<file path="src/logic/redmule_pkg.sv">
// Shared sizes of the matrix-multiply accelerator
// Register index, scheduler state and memory operation enums

package redmule_pkg;

  // Array and element geometry
  localparam int unsigned array_dim = 4;
  localparam int unsigned elem_w    = 16;

  // One memory or register word holds a full row of elements
  localparam int unsigned word_w = 64;
  localparam int unsigned addr_w = 16;

  // K runs from 1 to 15
  localparam int unsigned k_w = 4;

  // Host-visible registers
  typedef enum logic [2:0] {
    REG_X_BASE  = 3'd0,
    REG_W_BASE  = 3'd1,
    REG_Y_BASE  = 3'd2,
    REG_Z_BASE  = 3'd3,
    REG_K_SIZE  = 3'd4,
    REG_TRIGGER = 3'd5,
    REG_STATUS  = 3'd6   // bit 0 busy, bit 1 fault
  } reg_idx_e;

  typedef enum logic [2:0] {
    ST_IDLE,
    ST_LOAD_Y,
    ST_LOAD_X,
    ST_LOAD_W,
    ST_MAC,
    ST_STORE_Z,
    ST_DONE
  } sched_state_e;

  // Memory operation, also selects the engine capture target
  typedef enum logic [2:0] {
    OP_NONE,
    OP_LOAD_Y,
    OP_LOAD_X,
    OP_LOAD_W,
    OP_STORE_Z
  } mem_op_e;

endpackage
</file>
<file path="src/logic/redmule_streamer.sv">
// Memory streamer with address generation from base plus index
// Single outstanding req/gnt/r_valid transaction
`timescale 1ns/100ps

module redmule_streamer
  import redmule_pkg::*;
(
  input  logic              clk_i,
  input  logic              arst_n_i,
  input  mem_op_e           mem_op_i,
  input  logic [k_w-1:0]    index_i,
  input  logic [addr_w-1:0] x_base_i,
  input  logic [addr_w-1:0] w_base_i,
  input  logic [addr_w-1:0] y_base_i,
  input  logic [addr_w-1:0] z_base_i,
  input  logic [word_w-1:0] z_row_i,
  input  logic              mem_gnt_i,
  input  logic [word_w-1:0] mem_rdata_i,
  input  logic              mem_rvalid_i,
  output logic              mem_req_o,
  output logic              mem_we_o,
  output logic [addr_w-1:0] mem_addr_o,
  output logic [word_w-1:0] mem_wdata_o,
  output logic [word_w-1:0] rdata_o,
  output logic              rvalid_o,
  output logic              op_done_o
);

  typedef enum logic [1:0] {S_IDLE, S_REQ, S_WAIT} strm_state_e;

  strm_state_e       state_q;
  strm_state_e       state_d;
  logic [addr_w-1:0] base;

  always_comb begin
    case (mem_op_i)
      OP_LOAD_X:  base = x_base_i;
      OP_LOAD_W:  base = w_base_i;
      OP_LOAD_Y:  base = y_base_i;
      OP_STORE_Z: base = z_base_i;
      default:    base = '0;
    endcase
  end

  assign mem_addr_o  = base + addr_w'(index_i);
  assign mem_we_o    = (mem_op_i == OP_STORE_Z);
  assign mem_wdata_o = z_row_i;
  assign mem_req_o   = (state_q == S_REQ);

  always_comb begin
    state_d = state_q;
    case (state_q)
      S_IDLE: if (mem_op_i != OP_NONE) state_d = S_REQ;
      S_REQ: begin
        if (mem_gnt_i) state_d = (mem_we_o || mem_rvalid_i) ? S_IDLE : S_WAIT;
      end
      S_WAIT: if (mem_rvalid_i) state_d = S_IDLE;
      default: state_d = S_IDLE;
    endcase
  end

  always_ff @(posedge clk_i or negedge arst_n_i) begin
    if (!arst_n_i) state_q <= S_IDLE;
    else           state_q <= state_d;
  end

  // Read data is accepted in the wait state, or alongside the grant
  assign rdata_o   = mem_rdata_i;
  assign rvalid_o  = mem_rvalid_i &
                     ((state_q == S_WAIT) | (mem_req_o & mem_gnt_i & ~mem_we_o));
  assign op_done_o = rvalid_o | (mem_req_o & mem_gnt_i & mem_we_o);

  // Relies on the scheduler holding op and index until op_done
  a_req_stable: assert property (@(posedge clk_i) disable iff (!arst_n_i)
    mem_req_o && !mem_gnt_i |=> mem_req_o && $stable(mem_addr_o) && $stable(mem_we_o));

endmodule

</file>
<file path="config.mk">
export PLATFORM = sky130hd
export DESIGN_NAME = redmule_streamer
export DESIGN_NICKNAME = d
export VERILOG_FILES = /design/src/logic/redmule_pkg.sv /design/src/logic/redmule_streamer.sv
export SDC_FILE = /design/constraint.sdc
export NUM_CORES = 1
export LEC_CHECK = 0
export ABC_AREA = 1
export BUFFER_PORTS_ARGS = -buffer_cell sky130_fd_sc_hd__buf_2
export CORE_AREA = 2 2 136 138
export DETAILED_ROUTE_END_ITERATION = 7
export DIE_AREA = 0 0 138 140
export MAX_ROUTING_LAYER = met4
export PLACE_DENSITY = 0.49
export SYNTH_ARGS = -nofsm -noshare
export SYNTH_HDL_FRONTEND = slang
export SYNTH_SLANG_ARGS = --single-unit
export TNS_END_PERCENT = 30
</file>
<file path="constraint.sdc">
create_clock -name clk_i -period 4.8 [get_ports clk_i]
set_clock_uncertainty 0.2 [all_clocks]
set_input_delay 0.96 -clock clk_i [delete_from_list [all_inputs] [get_ports clk_i]]
set_output_delay 0.96 -clock clk_i [all_outputs]
set_load 0.01 [all_outputs]
</file>
* After elaboration in Yosys (flattened, before gate mapping)
Index checks and enable logic that the tools add are counted.
** Word-level totals
- Register bits :: 2
- Input bits :: 203
- Output and inout port bits :: 148
- Word-level logic and storage cells :: 28
** Operators by class
- Add/sub/neg operators :: 1
- Equal/unequal tests :: 9
- Muxes and demuxes :: 6
- Bitwise gates (word level) :: 7
- Reductions and logical operators :: 4
** Operators with widths (count)
- case mux 16 bit (4 select lines) :: 1
- adder 16 x 4 -> 16 bit :: 1
- 2-to-1 mux 2 bit :: 4
- == test 3 x 2 -> 1 bit (second input constant) :: 2
- != test 2 bit (second input constant) :: 3
- case mux 2 bit (3 select lines) :: 1
- bitwise AND 1 bit :: 4
- == test 3 x 1 -> 1 bit (second input constant) :: 1
- == test 3 bit (second input constant) :: 1
- AND reduction 3 bit :: 1
- nonzero test 3 bit :: 1
- == test 2 x 1 -> 1 bit (second input constant) :: 1
- == test 2 bit (second input constant) :: 1
- zero test 2 bit :: 1
- bitwise OR 1 bit :: 2
- logical OR 1 bit :: 1
- inverter 1 bit :: 1

* Depth between registers and ports, before layout
- Depth in word-level cells :: 6
- Mapped depth :: 20
- Depth with buffers taken out :: 18

* Least setup slack after synthesis
Ideal clock, no wire load.
- Path kind :: input to output
- Start point :: input port mem_op_i[1]
- End point :: output port mem_addr_o[6]
- Data arrival time :: 3.113 ns
- Data required time :: 3.640 ns
- Path slack :: 0.527 ns
- Cell stages on the path :: 16
- Buffers on the path :: 2
- Cells stage by stage :: buf_6 -> nor2_4 -> buf_6 -> nand2_1 -> inv_1 -> nand2_1 -> nand3_1 -> ha_1 -> inv_1 -> fa_1 -> inv_1 -> a31oi_1 -> inv_1 -> nand2_1 -> nor2_1 -> xor2_1
** Between the ends
- Word-level cells in the longest chain between the ends :: 3
- Elaborated cells between the ends (all ways) :: 6
- Classes of those cells :: add/sub (1); eq/ne (4); mux (1)
** Ends and longest elaborated chain
- start: declaration :: line redmule_streamer.sv:10 : input mem_op_e mem_op_i,
- == test 3 bit
- net mem_we_o :: line redmule_streamer.sv:21 : output logic mem_we_o,
- case mux 16 bit (4 select lines) :: line redmule_streamer.sv:36 : case (mem_op_i)
- adder 16 x 4 -> 16 bit :: line redmule_streamer.sv:45 : assign mem_addr_o = base + addr_w'(index_i);
- end: declaration :: line redmule_streamer.sv:22 : output logic [addr_w-1:0] mem_addr_o,
The timed path passes the listed nets, and every way through them passes these cells.

* Worst setup path after layout
- Start point :: input port mem_op_i[1]
- End point :: output port mem_addr_o[6]
** Between the ends
- Word-level cells in the longest chain between the ends :: 3
- Elaborated cells between the ends (all ways) :: 6
- Classes of those cells :: add/sub (1); eq/ne (4); mux (1)
** Ends and longest elaborated chain (line)
- == test 3 bit (tied with other cells) :: redmule_streamer.sv:36
- case mux 16 bit (4 select lines) (*) :: redmule_streamer.sv:36
- adder 16 x 4 -> 16 bit (*) :: redmule_streamer.sv:45
Mark *: on every way between the ends. The rest lies on a longest branch, timed or not.

==> metrics <==
combinational power share=about 60%; placed insts=580; GRT Total Usage=around 9.9%; FF-to-FF path depth=2; Lkg Pwr=1.167 nW; worst-case clock buffer depth=2; DP HPWL=a little under 9000 um; # port buffers=94; largest registers=state_q (2); CTS Buf Count=3; DRC Markers=0; Final period util=a little over nine tenths; Initial Util=between 10 and 15%; antenna cells=0; worst setup path start=mem_op_i[1]; die height=140 um; P_int=0.2216 mW; clk_lat worst skew=around 0.22 ns; R2R Path End=state_q[1]; measured slew at the worst slew-check pin=0.4943 ns; share of cells above drive strength 1=roughly 40%; total wire length=about 9600 um; clock root buffer master=clkbuf_16; Antenna Violating Nets Remaining=0; sequential element share of the synthesized area=~2.1%; maximum vdd drop=approximately 120 uV; Tmin final=roughly 4.5 ns; Max Slew Vio Count=0; Flop pwr share=8.1%; post-CTS setup repair buffer count=0; crit end category=output pin; via count=between 2000 and 2500; Sw Pwr=around 0.18 mW; post-synth top area cell=buf_4; syn_nets=roughly 600; fin nets=about 560; Initial DRT Pass Iterations=4; post-synthesis cell type count=30; setup TNS=0 ns; Vias/cell=approximately 3.8; FF+latch count, synth=2; vias in the first global route=2280; cell count after synthesis=387; largest net degree at the start of global routing=23; die extent in x=138 um; first-pass GRT wire length=around 14000 um; critical path's slowest cell=fa_1; synth warn=0; worst relative slew slack=66.63%; pwr/cell area=around 170 nW/um^2; main flop type after synthesis=dfrtp_1; clock power share=a little under a third; most frequent CP cell=inv_1; initial antenna violation count=0; Post-synth EDFFs=0; Sw Share=44.23%; Final Setup Violations=0; fraction of synthesis flops using an asynchronous set or reset pin=100.0%; CTS tree=built; Hold Path Class=in -> async; pre-CTS setup slack=about 0.13 ns; CP Launch Type=input port; Crit Path Max Fanout=7; Biggest register=state_q; Die ar.=just under 20000 sq um; f_max=0.2219 GHz; post-route setup slack=between 0.2 and 0.3 ns; FP Rows=just under 50; met2 WL=approximately 4300 um; clock sink count=2; clk slew on worst S/H paths=0.03 ns; Worst Path Required=between 3 and 4 ns; Critical Path AT=between 3 and 4 ns; unrepaired setup endpoints after global routing=yes; I/O pin cnt=between 300 and 400; H-tree depth=1; gr ovfl total=0; worst-path cell chain=buf_2 -> nand3_1 -> inv_1 -> a22oi_1 -> nand3_1 -> ha_1 -> inv_1 -> fa_1 -> inv_1 -> a31oi_1 -> inv_1 -> nand2_1 -> nor2_2 -> xor2_1 -> buf_2; Fin. Hold Viols=0; max reg flops=2; Metal-1 WL=about 3500 um; WL/cell=16.52 um; core area=17780 sq um; Power Total=between 0.3 and 0.4 mW; fillers=approximately 2100; Top Layer Used=met4; R2R setup slack=around 3.4 ns; First DRT Iteration DRCs=115; placer congestion estimate=between 0.8 and 0.9; reg2reg start=state_q[1]; mapped cell area=2429 sq um; Finished Layout Cells=~580; main area contributors after synthesis=buf_4 (40%), nand2_1 (10%), nand3_1 (9.5%); area delta synth->final=-6.388%; Syn Area/Cell=about 6.3 sq um; total length of routed met3 wires=1187 um; max incr delay on CP=roughly 0.40 ns; Worst Setup EP=mem_addr_o[6]; max-cap viol count=0; crit path kind=in -> out; top cell type's share of synthesized area=around two fifths; status=finished, final reports clean
## power groups by stage
stage | Clock, mW | Combinational (mW) | Sequential [mW]
after floorplan | 0 | 0.249 | 0.0305
after global placement | 0 | 0.247 | 0.0319
after detailed placement | 0 | 0.245 | 0.0321
after CTS | 0.127 | 0.246 | 0.0321
after global routing | 0.130 | 0.269 | 0.0338
final | 0.125 | 0.240 | 0.0322
## worst max-delay path: cells and delay by family
kind / cells / cell delay [ns]
buf+inv: 6 / 0.90
simple gates: 4 / 0.43
fa+ha+maj: 2 / 0.58
compound gates: 2 / 0.29
xor+xnor: 1 / 0.16
## metrics by stage
| stage | utilization, % | instance area (sq um) | hold slack (ns) |
|---|---|---|---|
| floorplan | - | 2429 | 0.3373 |
| global placement | 12.25 | 2178 | 0.3718 |
| detailed placement | 12.25 | 2178 | 0.3792 |
| CTS | 12.67 | 2253 | 0.3132 |
| global route | 12.79 | 2273 | 0.3204 |
| finish | 12.79 | 2273 | 0.3157 |
## how the worst min path moves through the flow
stage | to | slack (ns)
CTS | state_q[1] | 0.31
floorplan | state_q[0] | 0.34
global placement | state_q[0] | 0.37
detailed placement | state_q[0] | 0.38
global route | state_q[1] | 0.32
finish | state_q[1] | 0.32
## cells by family (layout without fill, tap and decap cells)
| family | Yosys count | count (layout) | synth area share (%) |
|---|---|---|---|
| flops | 2 | 2 | 2.061 |
| buf+inv | 169 | 136 | 49.05 |
| simple gates | 191 | 191 | 39.82 |
| compound gates | 13 | 13 | 3.658 |
| xor+xnor | 7 | 7 | 2.525 |
| fa+ha+maj | 5 | 5 | 2.885 |
## per-layer routing
metal  vias up  GRT usage, %
met4         0         6.660
met2       177         15.63
met3        76         4.205
met5         -             -
met1       925         10.06
li1       1056             -
## synthesized netlist by cell type (3+ instances only)
master,n
a21oi_1,3
a22oi_1,3
buf_2,3
buf_4,129
buf_6,7
ha_1,4
inv_1,27
nand2_1,66
nand2_2,8
nand3_1,46
nand4_1,22
nor2_1,28
nor2_2,10
nor2_4,4
xor2_1,6
## timing repair
action,in CTS,in global routing
setup endpoints to repair,0,6
hold endpoints to repair,0,0
gates resized for setup,0,3
hold buffers,0,0
## cells in the final DEF (no fill, tap or decap)
cell type  Yosys  final
a21oi_1        3      3
a221oi_4       0      1
a22o_1         1      1
a22oi_1        3      3
a31o_2         1      1
a31oi_1        1      1
buf_2          3     94
buf_4        129     10
clkbuf_16      0      3
dfrtp_1        2      2
fa_1           1      1
ha_1           4      4
inv_1         27     27
inv_2          2      2
nand2_1       66     66
nand2_2        8      8
nand2_4        2      2
nand3_1       46     46
nand3_2        2      2
nand4_1       22     22
nand4_2        2      2
nand4_4        1      1
nor2_1        28     27
nor2_2        10     11
nor2_4         4      4
o21ai_0        2      2
o311ai_0       1      1
xnor2_1        1      1
xor2_1         6      6
## final cells by class
type                       count  area, sq um  area share, %
clock buffer                   3        75.07          3.302
multi-input combinational    216         1207          53.11
tap                          229        286.5          12.60
sequential                     2        50.05          2.201
timing repair buffer         104        545.5          24.00
inverter                      29        108.9          4.788
Power figures use the tool's default switching activity.
