[src/logic/redmule_pkg.sv]
// Shared sizes of the matrix-multiply accelerator
// Register index, scheduler state and memory operation enums

package redmule_pkg;

  // Array and element geometry
  localparam int unsigned array_dim = 4;
  localparam int unsigned elem_w    = 16;

  // One memory or register word holds a full row of elements
  localparam int unsigned word_w = 64;
  localparam int unsigned addr_w = 16;

  // K runs from 1 to 15
  localparam int unsigned k_w = 4;

  // Host-visible registers
  typedef enum logic [2:0] {
    REG_X_BASE  = 3'd0,
    REG_W_BASE  = 3'd1,
    REG_Y_BASE  = 3'd2,
    REG_Z_BASE  = 3'd3,
    REG_K_SIZE  = 3'd4,
    REG_TRIGGER = 3'd5,
    REG_STATUS  = 3'd6   // bit 0 busy, bit 1 fault
  } reg_idx_e;

  typedef enum logic [2:0] {
    ST_IDLE,
    ST_LOAD_Y,
    ST_LOAD_X,
    ST_LOAD_W,
    ST_MAC,
    ST_STORE_Z,
    ST_DONE
  } sched_state_e;

  // Memory operation, also selects the engine capture target
  typedef enum logic [2:0] {
    OP_NONE,
    OP_LOAD_Y,
    OP_LOAD_X,
    OP_LOAD_W,
    OP_STORE_Z
  } mem_op_e;

endpackage
[src/logic/redmule_ctrl.sv]
// Controller with the periph register file and job start
// Busy flag, completion event and sticky fault
`timescale 1ns/100ps

module redmule_ctrl
  import redmule_pkg::*;
(
  input  logic              clk_i,
  input  logic              arst_n_i,
  input  logic              periph_req_i,
  input  logic              periph_we_i,
  input  reg_idx_e          periph_add_i,
  input  logic [word_w-1:0] periph_data_i,
  output logic              periph_gnt_o,
  output logic [word_w-1:0] periph_r_data_o,
  output logic              periph_r_valid_o,
  input  logic              sched_done_i,
  input  logic              mismatch_i,
  output logic              start_o,
  output logic [k_w-1:0]    k_size_o,
  output logic [addr_w-1:0] x_base_o,
  output logic [addr_w-1:0] w_base_o,
  output logic [addr_w-1:0] y_base_o,
  output logic [addr_w-1:0] z_base_o,
  output logic              busy_o,
  output logic              evt_o,
  output logic              fault_o
);

  logic              wr_en;
  logic              trigger;
  logic [word_w-1:0] rd_mux;
  logic              busy_q;
  logic              start_q;
  logic              evt_q;
  logic              fault_q;

  // Grant is immediate, writes only land while idle
  assign periph_gnt_o = periph_req_i;
  assign wr_en        = periph_req_i & periph_we_i & ~busy_q;
  assign trigger      = wr_en & (periph_add_i == REG_TRIGGER);

  always_ff @(posedge clk_i or negedge arst_n_i) begin
    if (!arst_n_i) begin
      x_base_o <= '0;
      w_base_o <= '0;
      y_base_o <= '0;
      z_base_o <= '0;
      k_size_o <= '0;
    end else if (wr_en) begin
      case (periph_add_i)
        REG_X_BASE: x_base_o <= periph_data_i[addr_w-1:0];
        REG_W_BASE: w_base_o <= periph_data_i[addr_w-1:0];
        REG_Y_BASE: y_base_o <= periph_data_i[addr_w-1:0];
        REG_Z_BASE: z_base_o <= periph_data_i[addr_w-1:0];
        REG_K_SIZE: k_size_o <= periph_data_i[k_w-1:0];
        default: ;
      endcase
    end
  end

  // Job lifetime, busy drops together with the event
  always_ff @(posedge clk_i or negedge arst_n_i) begin
    if (!arst_n_i) begin
      busy_q  <= 1'b0;
      start_q <= 1'b0;
      evt_q   <= 1'b0;
      fault_q <= 1'b0;
    end else begin
      start_q <= trigger;
      evt_q   <= sched_done_i;
      fault_q <= fault_q | mismatch_i;
      if (trigger) begin
        busy_q <= 1'b1;
      end else if (sched_done_i) begin
        busy_q <= 1'b0;
      end
    end
  end

  always_comb begin
    case (periph_add_i)
      REG_X_BASE: rd_mux = word_w'(x_base_o);
      REG_W_BASE: rd_mux = word_w'(w_base_o);
      REG_Y_BASE: rd_mux = word_w'(y_base_o);
      REG_Z_BASE: rd_mux = word_w'(z_base_o);
      REG_K_SIZE: rd_mux = word_w'(k_size_o);
      REG_STATUS: rd_mux = word_w'({fault_q, busy_q});
      default:    rd_mux = '0;
    endcase
  end

  // Read response one cycle after the grant
  always_ff @(posedge clk_i or negedge arst_n_i) begin
    if (!arst_n_i) begin
      periph_r_valid_o <= 1'b0;
    end else begin
      periph_r_valid_o <= periph_req_i & ~periph_we_i;
    end
  end

  always_ff @(posedge clk_i) begin
    if (periph_req_i && !periph_we_i) begin
      periph_r_data_o <= rd_mux;
    end
  end

  assign start_o = start_q;
  assign busy_o  = busy_q;
  assign evt_o   = evt_q;
  assign fault_o = fault_q;

  // A new job never launches in the cycle the previous one reports completion
  a_evt_not_start: assert property (@(posedge clk_i) disable iff (!arst_n_i)
    !(evt_o && start_o));

  a_evt_pulse: assert property (@(posedge clk_i) disable iff (!arst_n_i)
    evt_o |=> !evt_o);

endmodule

[config.mk]
export PLATFORM = sky130hd
export DESIGN_NAME = redmule_ctrl
export DESIGN_NICKNAME = d
export VERILOG_FILES = /design/src/logic/redmule_pkg.sv /design/src/logic/redmule_ctrl.sv
export SDC_FILE = /design/constraint.sdc
export NUM_CORES = 1
export LEC_CHECK = 0
export ABC_AREA = 1
export BUFFER_PORTS_ARGS = -buffer_cell sky130_fd_sc_hd__buf_2
export CAP_MARGIN = 25
export CORE_ASPECT_RATIO = 1.75
export CORE_MARGIN = 4
export CORE_UTILIZATION = 25
export CTS_CLUSTER_DIAMETER = 60
export DETAILED_ROUTE_END_ITERATION = 10
export PLACE_DENSITY = 0.51
export REMOVE_ABC_BUFFERS = 1
export SKIP_LAST_GASP = 1
export SYNTH_ARGS = -nofsm -noshare
export SYNTH_HDL_FRONTEND = slang
export SYNTH_SLANG_ARGS = --single-unit
[constraint.sdc]
create_clock -name clk_i -period 1.1 [get_ports clk_i]
set_input_delay 0 -clock clk_i [delete_from_list [all_inputs] [get_ports clk_i]]
set_output_delay 0 -clock clk_i [all_outputs]
set_load 0.02 [all_outputs]
== Word-level counts from Yosys, hierarchy flattened ==
Cells that the tools add are included.
Widths: inputs -> output; s select.
Word-level totals
  output and inout bits: 138
  memories: 0
  input bits: 73
  bits in writable memories: 0
  logic and storage cells: 36
  bits in latches: 0
  bits in read-only memories: 0
  register bits: 137
Cells by class
  bitwise logic cells: 7
  multiply operators: 0
  add/sub/neg operators: 0
  divide/modulo/power cells: 0
  shift operators: 0
  eq/ne operators: 6
  muxes and demuxes: 3
  reductions and logical operators: 9
  order comparisons: 0
Operators with widths (number)
  $pmux 16 s6: 1
  $reduce_and 2->1: 5
  $eq 3x3->1 const B: 3
  $eq 3x2->1 const B: 2
  $and 1x1->1: 4
  $eq 3x1->1 const B: 1
  $logic_not 3->1: 1
  $mux 1: 2
  $not 1->1: 2
  $reduce_bool 2->1: 1
  $logic_and 1x1->1: 1
  $logic_not 1->1: 1
  $or 1x1->1: 1

== Longest topological paths before layout ==
Gate-level depths: netlist of the first run.
  depth after elaboration: 4
  depth in mapped cells: 9
  depth with buffers taken out: 7

== Least setup slack after synthesis of the first run ==
OpenSTA, ideal clock, no wires.
  path type: flip-flop to flip-flop
  start point: register busy_q, in the netlist busy_o
  end point: register w_base_o[4]
  cell stages (with the launch flop): 7
  arrival time: 1.165 ns
  slack: -0.188 ns
  data required time: 0.977 ns
  path through: dfrtp_1 -> inv_2 -> nand3_1 -> buf_6 -> buf_2 -> o21ai_0 -> nand2_1
Between the ends
  cells in the longest elaborated chain, start to end: 3
RTL lines
  start, declared: RTL line redmule_ctrl.sv:33  | logic busy_q;
  start signal, assigned: RTL line redmule_ctrl.sv:65  | busy_q <= 1'b0;
  start signal, assigned: RTL line redmule_ctrl.sv:74  | busy_q <= 1'b1;
  start signal, assigned: RTL line redmule_ctrl.sv:76  | busy_q <= 1'b0;
  $not 1->1: RTL line redmule_ctrl.sv:40  | assign wr_en = periph_req_i & periph_we_i & ~busy_q;
  $and 1x1->1: RTL line redmule_ctrl.sv:40
  $reduce_and 2->1 (no line)
  end signal, assigned: RTL line redmule_ctrl.sv:53  | REG_W_BASE: w_base_o <= periph_data_i[addr_w-1:0];
  end, declared: RTL line redmule_ctrl.sv:22  | output logic [addr_w-1:0] w_base_o,
Every way passes these cells.
A chain may end at the register's enable or synchronous reset.

== Final worst setup path of the first run ==
  start point: register busy_q, in the netlist busy_o
  end point: register w_base_o[0]
Same word-level chain as after synthesis.

==> results of run 1 <==
## timing repair
action,CTS,global route
buffers inserted,3,0
gates cloned,3,0
endpoints found under the setup margin,69,71
gates resized for setup,18,28
hold buffers,19,0
pin swaps,1,10
endpoints found under the hold margin,144,0
## critical path: cells and delay by family, from the launching register on
kind | cells | cell delay (ns)
buffers and inverters | 3 | 0.40
flip-flops | 1 | 0.39
AND/OR/NAND/NOR | 3 | 0.33
AO/OA/AOI/OAI | 1 | 0.07
## worst paths after layout
kind,startpoint,to,cells after the start
worst max-delay path,busy_o$_DFFE_PN0P_,w_base_o[0]$_DFFE_PN0P_,7
worst max register to register,busy_o$_DFFE_PN0P_,w_base_o[0]$_DFFE_PN0P_,7
worst min register to register,w_base_o[11]$_DFFE_PN0P_,w_base_o[11]$_DFFE_PN0P_,2
max in group asynchronous,arst_n_i,start_o$_DFF_PN0_,3
worst min-delay path,arst_n_i,x_base_o[10]$_DFFE_PN0P_,2
min in group clk_i,periph_we_i,periph_r_valid_o$_DFF_PN0_,3
## state kept, by name (all words and copies together), names as in the netlist
name / count
periph_r_valid_o: 1
start_o: 1
w_base_o: 16
k_size_o: 4
x_base_o: 16
busy_o: 1
fault_o: 1
z_base_o: 16
y_base_o: 16
evt_o: 1
periph_r_data_o: 16
## layer usage
layer | share of wire, % | GRT usage (%) | wire, um
met1 | 39 | 16.9 | 5650
met2 | 53 | 26.5 | 7650
met3 | 5.5 | 3.13 | 792
met4 | 2.3 | 5.51 | 331
met5 | 0 | 0 | 0
## power groups by stage
stage	clock network [uW]	logic, uW	registers [uW]
2_1_floorplan	0	806	5180
3_3_place_gp	0	2840	4490
3_5_place_dp	0	2850	4510
4_1_cts	3160	2990	4450
5_1_grt	3290	3250	4540
6_report	3080	2970	4450
## through the flow
step / area, um^2 / worst slack (ns)
floorplan: 4080 / -1.75
global placement: 5330 / -0.189
detailed placement: 5330 / -0.230
CTS: 5950 / -0.146
global route: 6020 / -0.251
finish: 6020 / -0.165
## synthesized netlist by cell type
| library cell | instances |
|---|---|
| nand2_1 | 179 |
| dfrtp_1 | 73 |
| o21ai_0 | 68 |
| buf_4 | 53 |
| inv_1 | 34 |
| nor2_1 | 21 |
| edfxtp_1 | 16 |
| a21oi_1 | 12 |
| nand3_1 | 10 |
| nand4_1 | 8 |
| buf_2 | 7 |
| buf_6 | 5 |
| clkbuf_1 | 4 |
| clkbuf_2 | 3 |
| inv_2 | 3 |
| nand3_4 | 3 |
| nor2_2 | 3 |
| nor2_8 | 3 |
| o21ai_1 | 3 |
| conb_1 | 1 |
| inv_4 | 1 |
| inv_6 | 1 |
| nand2_4 | 1 |
| nor2_4 | 1 |
| o21a_1 | 1 |
| o22ai_1 | 1 |
| or2_2 | 1 |
## kinds of logic after synthesis
group	Yosys count	synth area share, %
other	1	0.0848
AO/OA/AOI/OAI	85	9.70
flip-flops	89	52.1
AND/OR/NAND/NOR	230	22.9
buffers and inverters	111	15.2
## layout make-up
cell class,count,area share (%)
inverter,39,2.56
timing repair buffer,174,20.9
sequential,89,38.3
multi-input combinational,364,28.6
clock buffer,10,3.81
tap,231,4.80
clock inverter,6,0.998
==> flow_summary.toml, run 1 <==
[status]
status = "complete, but fails checks"
violations = "setup timing"

[grt]
grt_max_degree = 38
grt_pass1_vias = 3802
grt_overflow = 0
antenna_found_initial = 0
grt_util_all_layers_pct = 14.8
grt_pass1_wl_um = 22000

[placed_design]
port_buffers = 114
hpwl_um = 10500
dp.cells = 872
gp_congestion = 0.798

[pwr]
p_int_uw = 6710
finalPower_uw = 10500
cellLeakagePower_uw = 0.00312
p_sw_uw = 3800
power_density_mw_per_mm2 = 1750
p_sw_share_pct = 36.1
p_comb_share_pct = 28.3
p_seq_share_pct = 42.4
ir_drop_mv = 0.698
p_clk_share_pct = 29.3

[clocking]
cts_root_buffer = "clkbuf_16"
cts_tree = "yes"
clock_sinks = 89
insertion_delay_ns = 0.35
htreeDepth = 3
cts_inserted_buffers = 9
clockBufferDepth = 2
clk_pin_slew_worst_paths_ns = 0.07

[timing]
hold_viol = 0
setup_viol = 68
tightest_slew_ns = 0.634
min_period_ns = 1.27
timing.final.ws_setup_ns = -0.165
finalSetupTns_ns = -7.65
fin_worst_skew_ns = 0.00791
maxSlewViolCount = 0
rsz0062_at_grt = "true"
slew_headroom_pct = 57.7
fin_crit_sh_pct = 115
fmax_ghz = 0.790
hold_ws_ns = 0.0783

[final_layout]
final_common_cell = "nand2_1"
seq_area_mm2 = 0.00231
antennaDiodeCount = 0
syn2layout_area_growth_pct = 36.0
multiInputGateArea_mm2 = 0.00172
stdcell_count = 913
utilization_pct = 34.5
final_cell_mix = "nand2_1, buf_2, dfrtp_1"
n_fill_cell = 1887
drive_gt1_share_pct = 31.5
layout.nets = 750

[floorplanning]
initial_core_util_pct = 25.3
rows = 64
fp.dieArea_mm2 = 0.0200
core_mm2 = 0.0175
io-pin-count = 211
die_width_um = 109
die_y_um = 184

[worst_setup_path]
slowest_delay_ns = 0.39
startpoint_type = "flip-flop"
rrSetupSlack_ns = -0.17
end_kind = "flip-flop"
worstPathMaxFanout = 7
cp.arrival_ns = 1.54
critPathMostFrequentCell = "buf_6"
required_ns = 1.37
worst-setup-path-type = "flip-flop to flip-flop"
critical-path-slowest-cell = "dfrtp_1"
crit_chain = "inv_2 > nand3_4 > buf_6 > nor2_4 > buf_6 > nand2_2 > o21ai_1"

[synth]
ys_seq_area_share_pct = 52.1
yosysWarningCount = 0
syn-cell-area_mm2 = 0.00442
ys_ff_latch = 89
synth_cell_types = 27
avgSynthCellArea_um2 = 8.57
synthTopCellsByArea = "dfrtp_1, nand2_1, edfxtp_1, buf_4, o21ai_0"
yosysTopAreaCell = "dfrtp_1"
synthDominantCellAreaShare_pct = 41.3
syn_inst = 516

[worst_hold_path]
hp-class = "primary input to async pin"

[flow_run]
cap_violations = 0

[route]
vias = 3841
antenna_left = 0
first_iter_violations = 164
firstDrtPassIters = 4
drc_errors = 0
wl_um = 14400
wl_per_cell_um = 15.8
viasPerCell = 4.21
Note: power is estimated with default switching activity, not from simulation.
==> inputs of run 2 (changes only) <==
CELL_PAD_IN_SITES_DETAIL_PLACEMENT = 1   (was unset)
CELL_PAD_IN_SITES_GLOBAL_PLACEMENT = 2   (was unset)
CORE_ASPECT_RATIO = 2   (was 1.75)
CORE_UTILIZATION = 23   (was 25)
GPL_TIMING_DRIVEN = 0   (was unset)
PLACE_DENSITY = 0.77   (was 0.51)
==> run 2 against run 1 <==
- the flow still finishes with violations (setup timing)
- first-iteration DRC count down 12%
- maximum frequency down 5.2%
- count of clock-buffer cells in the layout up 3
- critical path depth up 1
- utilization down 1.0 points
- power up 2.0%
- largest cell class unchanged
==> flow_summary.toml, run 2 (synthesized netlist as in run 1, its figures left out) <==
[clocking]
cts_root_buffer = "clkbuf_16"
cts_inserted_buffers = 9
insertion_delay_ns = 0.35
htreeDepth = 3
clockBufferDepth = 2
clock_sinks = 89
clk_pin_slew_worst_paths_ns = 0.06
cts_tree = "yes"

[status]
violations = "setup timing"
status = "complete, but fails checks"

[final_layout]
stdcell_count = 932
antennaDiodeCount = 0
drive_gt1_share_pct = 35.6
layout.nets = 745
final_cell_mix = "nand2_1, buf_2, dfrtp_1"
syn2layout_area_growth_pct = 42.3
final_common_cell = "nand2_1"

[flow_run]
cap_violations = 0

[floorplanning]
initial_core_util_pct = 23.5
core_mm2 = 0.0188
rows = 71
io-pin-count = 211
fp.dieArea_mm2 = 0.0217
die_width_um = 106
die_y_um = 204

[pwr]
cellLeakagePower_uw = 0.00324
power_density_mw_per_mm2 = 1700
finalPower_uw = 10700
ir_drop_mv = 0.657

[grt]
grt_pass1_wl_um = 24900
grt_util_all_layers_pct = 15.5
grt_pass1_vias = 4107
antenna_found_initial = 0
grt_overflow = 0
grt_max_degree = 65

[route]
wl_per_cell_um = 18.1
first_iter_violations = 144
viasPerCell = 4.21
vias = 3920
antenna_left = 0
drc_errors = 0
wl_um = 16800
firstDrtPassIters = 4

[placed_design]
dp.cells = 864
port_buffers = 114
hpwl_um = 10800
place_ws_ns = -1.26
gp_congestion = 0.749

[timing]
rsz0062_at_grt = "true"
hold_viol = 0
maxSlewViolCount = 0
fin_worst_skew_ns = 0.00327
fmax_ghz = 0.749
fin_crit_sh_pct = 121
tightest_slew_ns = 0.530
setup_viol = 68
finalSetupTns_ns = -11.44
min_period_ns = 1.33
hold_ws_ns = 0.0406
timing.final.ws_setup_ns = -0.235
slew_headroom_pct = 64.6

[worst_setup_path]
startpoint_type = "flip-flop"
worst-setup-path-type = "flip-flop to flip-flop"
end_kind = "flip-flop"
cp.arrival_ns = 1.62
reg2regPathDepth = 8
required_ns = 1.39
worstPathMaxFanout = 8

[worst_hold_path]
hp-class = "primary input to async pin"
## run 2: cell count changes in the layout (fill, tap and decap cells not counted), moves of 3 or more
cell	change
nand2_4	+10
o21ai_1	+21
nand2_2	+9
nor2_2	-3
nand2_1	-19
o21ai_0	-35
o21ai_2	+14
buf_4	-13
## run 2: final timing paths
kind | startpoint | end | slack [ns]
setup / recovery | busy_o$_DFFE_PN0P_ | x_base_o[6]$_DFFE_PN0P_ | -0.23
hold / removal | arst_n_i | z_base_o[4]$_DFFE_PN0P_ | 0.04
setup reg to reg | busy_o$_DFFE_PN0P_ | x_base_o[6]$_DFFE_PN0P_ | -0.23
hold reg to reg | fault_o$_DFF_PN0_ | fault_o$_DFF_PN0_ | 0.50
max in group asynchronous | arst_n_i | z_base_o[2]$_DFFE_PN0P_ | 0.45
min in group clk_i | periph_we_i | start_o$_DFF_PN0_ | 0.12
## run 2: final cells by class
class	count	area [um^2]
well taps	255	319
inverters	39	159
repair buffers	168	1320
clock buffers	13	250
clock inverters	3	40.0
fillers	2262	12500
flip-flops and latches	89	2310
multi-input cells	365	1900
## run 2: stage by stage
| step | util, % | instance area, um^2 |
|---|---|---|
| after floorplan | - | 4080 |
| after global placement | 26.4 | 4970 |
| after detailed placement | 26.9 | 5070 |
| after CTS | 32.0 | 6030 |
| after global routing | 33.4 | 6300 |
| final | 33.4 | 6300 |
## run 2: worst max-delay path: stages (launching register included)
cell	delay [ns]
dfrtp_1	0.39
inv_2	0.08
nand3_4	0.09
buf_12	0.15
buf_12	0.14
nor2_8	0.11
buf_12	0.17
nand2_2	0.05
nand2_1	0.07
## run 2: power breakdown
part	total [uW]	switching (uW)	leakage (uW)	internal, uW
Clock	3140	1320	0.000144	1820
Sequential	4450	456	0.00107	3990
Combinational	3130	2120	0.00203	1010
Total	10700	3900	0.00324	6820
## run 2: timing repair
item | 4_1_cts | 5_1_grt
setup endpoints to repair | 82 | 85
hold buffers | 18 | 1
resized for setup | 89 | 52
hold endpoints to repair | 144 | 4
setup buffers | 21 | 10
gates cloned | 4 | 3
pin swaps | 12 | 9
## run 2: metal layers
layer / vias up / share of wire (%) / GRT usage (%)
met5: - / 0 / 0
met4: 0 / 2.7 / 6.39
met3: 20 / 5.3 / 2.94
met2: 129 / 55 / 28.7
met1: 1906 / 37 / 17.1
li1: 1865 / - / -
==> inputs of run 3 (changes only) <==
ABC_AREA = unset   (was 1)
CORE_UTILIZATION = 25   (was 23)
PLACE_DENSITY = 0.75   (was 0.77)
==> run 3 against run 2 <==
- the run still ends with setup timing left
- non-clock buffer count rose by 36
- critical endpoint is now w_base_o[8]$_DFFE_PN0P_
- synthesized cell count is 46% lower
- area after synthesis down 5.5%
- flip-flop and latch count did not move
- first-iteration DRC count shrank 75%
- power rose by 7.8%
- sequential power shrank 0.9%
==> flow_summary.toml, run 3 <==
[status]
status = "complete, but fails checks"
violations = "setup timing"

[pwr]
finalPower_uw = 11600
power_density_mw_per_mm2 = 1890
cellLeakagePower_uw = 0.00300
ir_drop_mv = 0.738

[worst_setup_path]
worstPathMaxFanout = 5
worst-setup-path-type = "flip-flop to flip-flop"
slowest_delay_ns = 0.52
required_ns = 1.33
rrSetupSlack_ns = -0.62
critical-path-slowest-cell = "or3_4"
crit_buf_inv = 1
end_kind = "flip-flop"
startpoint_type = "flip-flop"
crit_chain = "nand4b_1 > or3_4 > buf_16 > mux2_4"
critPathTopFamily = "simple AND/OR/NAND/NOR gates"
cp.arrival_ns = 1.96

[floorplanning]
fp.dieArea_mm2 = 0.0190
initial_core_util_pct = 25.6
rows = 66
die_width_um = 99.4
core_mm2 = 0.0164
io-pin-count = 211
die_y_um = 191

[grt]
grt_util_all_layers_pct = 13.6
antenna_found_initial = 0
grt_pass1_vias = 3252
grt_max_degree = 38
grt_overflow = 0
grt_pass1_wl_um = 19000

[final_layout]
antennaDiodeCount = 0
final_common_cell = "buf_2"
layout.nets = 553
drive_gt1_share_pct = 61.9
utilization_pct = 37.4
syn2layout_area_growth_pct = 46.5
final_cell_mix = "buf_2, dfrtp_1, buf_4"

[clocking]
clk_pin_slew_worst_paths_ns = 0.07
insertion_delay_ns = 0.35
cts_root_buffer = "clkbuf_16"
clockBufferDepth = 2
htreeDepth = 3
cts_inserted_buffers = 9
cts_tree = "yes"
clock_sinks = 89

[timing]
rsz0062_at_grt = "true"
fmax_ghz = 0.580
setup_viol = 92
fin_worst_skew_ns = 0.00585
hold_viol = 0
tightest_slew_ns = 0.789
min_period_ns = 1.72
fin_crit_sh_pct = 157
timing.final.ws_setup_ns = -0.623
maxSlewViolCount = 0
slew_headroom_pct = 47.2

[synth]
ys_ff_latch = 89
synthTopCellsByArea = "dfrtp_1, mux2_2, edfxtp_1, buf_4, mux4_2"
avgSynthCellArea_um2 = 15.0
synth_cell_types = 28
synthDominantCellAreaShare_pct = 43.7
synthArstFlopShare_pct = 82.0
syn_inst = 279
yosysTopAreaCell = "dfrtp_1"
syn-cell-area_mm2 = 0.00418
ys_top_cells_by_count = "dfrtp_1, mux2_2, buf_4"
ys.flop_type = "dfrtp_1"
synth_edf_count = 16
yosysMostFrequentCell = "dfrtp_1"
ys_seq_area_share_pct = 55.2
yosysWarningCount = 0

[worst_hold_path]
hp-class = "primary input to flip-flop"

[route]
wl_per_cell_um = 19.1
wl_um = 13100
firstDrtPassIters = 4
antenna_left = 0
first_iter_violations = 36
vias = 2920
viasPerCell = 4.24
drc_errors = 0

[flow_run]
cap_violations = 0

[placed_design]
port_buffers = 114
hpwl_um = 8450
gp_congestion = 0.684
==> run 3: changes by cell type in the layout (fill, tap and decap cells not counted), sizes merged, moves of 6 or more <==
cell	before	now
buf	146	184
mux2	0	70
nor2	28	2
nor2b	0	14
nand3	15	0
mux4	0	13
nand4	8	0
nand2	180	3
inv	39	3
mux2i	0	6
clkbuf	16	10
o21ai	71	3
a21oi	12	2
==> run 3: power breakdown <==
part           switching, uW  leakage (uW)  total (uW)  internal, uW
Combinational           2010       0.00181        4000          1990
Sequential               388       0.00105        4410          4020
Clock                   1370      0.000140        3150          1780
Total                   3760       0.00300       11600          7790
==> run 3: what timing repair did <==
action                                  CTS  global route
buffers inserted                         49            16
gates resized for setup                  30            25
gates cloned                              2             1
endpoints found under the setup margin   84            87
hold endpoints to repair                107             0
pin swaps                                 3             2
hold buffers                             19             0
==> run 3: routing by layer <==
metal / GRT usage, % / routed length (um) / vias to the layer above / part of all wire (%)
li1: - / - / 1306 / -
met1: 13.6 / 4540 / 1484 / 35
met2: 25.6 / 7480 / 112 / 57
met3: 2.71 / 792 / 18 / 6.0
met4: 7.10 / 321 / 0 / 2.4
met5: 0 / 0 / - / 0
==> run 3: cell type report <==
| cell class | instances | area, um^2 |
|---|---|---|
| multi-input combinational | 175 | 1790 |
| inverter | 1 | 3.75 |
| tap | 204 | 255 |
| clock buffer | 9 | 225 |
| timing repair buffer | 204 | 1470 |
| sequential | 89 | 2310 |
| clock inverter | 7 | 77.6 |
| fill | 1772 | 10200 |
==> run 3: stage by stage <==
stage          instances  area (um^2)  setup WS (ns)  TNS (ns)  hold slack (ns)
6_report             689         6120         -0.623    -39.84           0.0456
5_1_grt              689         6120         -0.666    -44.33           0.0526
4_1_cts              672         5890         -0.646    -39.01           0.0277
3_5_place_dp         586         4850          -1.34    -85.48         0.000713
3_3_place_gp         582         4740          -1.96   -144.79            0.130
2_1_floorplan        264         3920         -0.881    -46.48           -0.296
==> run 3: cell families after synthesis <==
kind of cell / Yosys count / synth area share [%]
buffers and inverters: 63 / 10.5
multiplexers: 89 / 28.2
flip-flops: 89 / 55.2
other: 1 / 0.0897
AND/OR/NAND/NOR: 26 / 4.19
AO/OA/AOI/OAI: 11 / 1.77
==> run 3: final timing paths <==
path / startpoint / to / depth (start not counted)
max: busy_o$_DFFE_PN0P_ / w_base_o[8]$_DFFE_PN0P_ / 4
min: periph_we_i / periph_r_data_o[2]$_DFFE_PP_ / 2
max reg2reg: busy_o$_DFFE_PN0P_ / w_base_o[8]$_DFFE_PN0P_ / 4
min reg2reg: fault_o$_DFF_PN0_ / fault_o$_DFF_PN0_ / 1
max in group asynchronous: arst_n_i / x_base_o[5]$_DFFE_PN0P_ / 3
min in group asynchronous: arst_n_i / z_base_o[4]$_DFFE_PN0P_ / 2
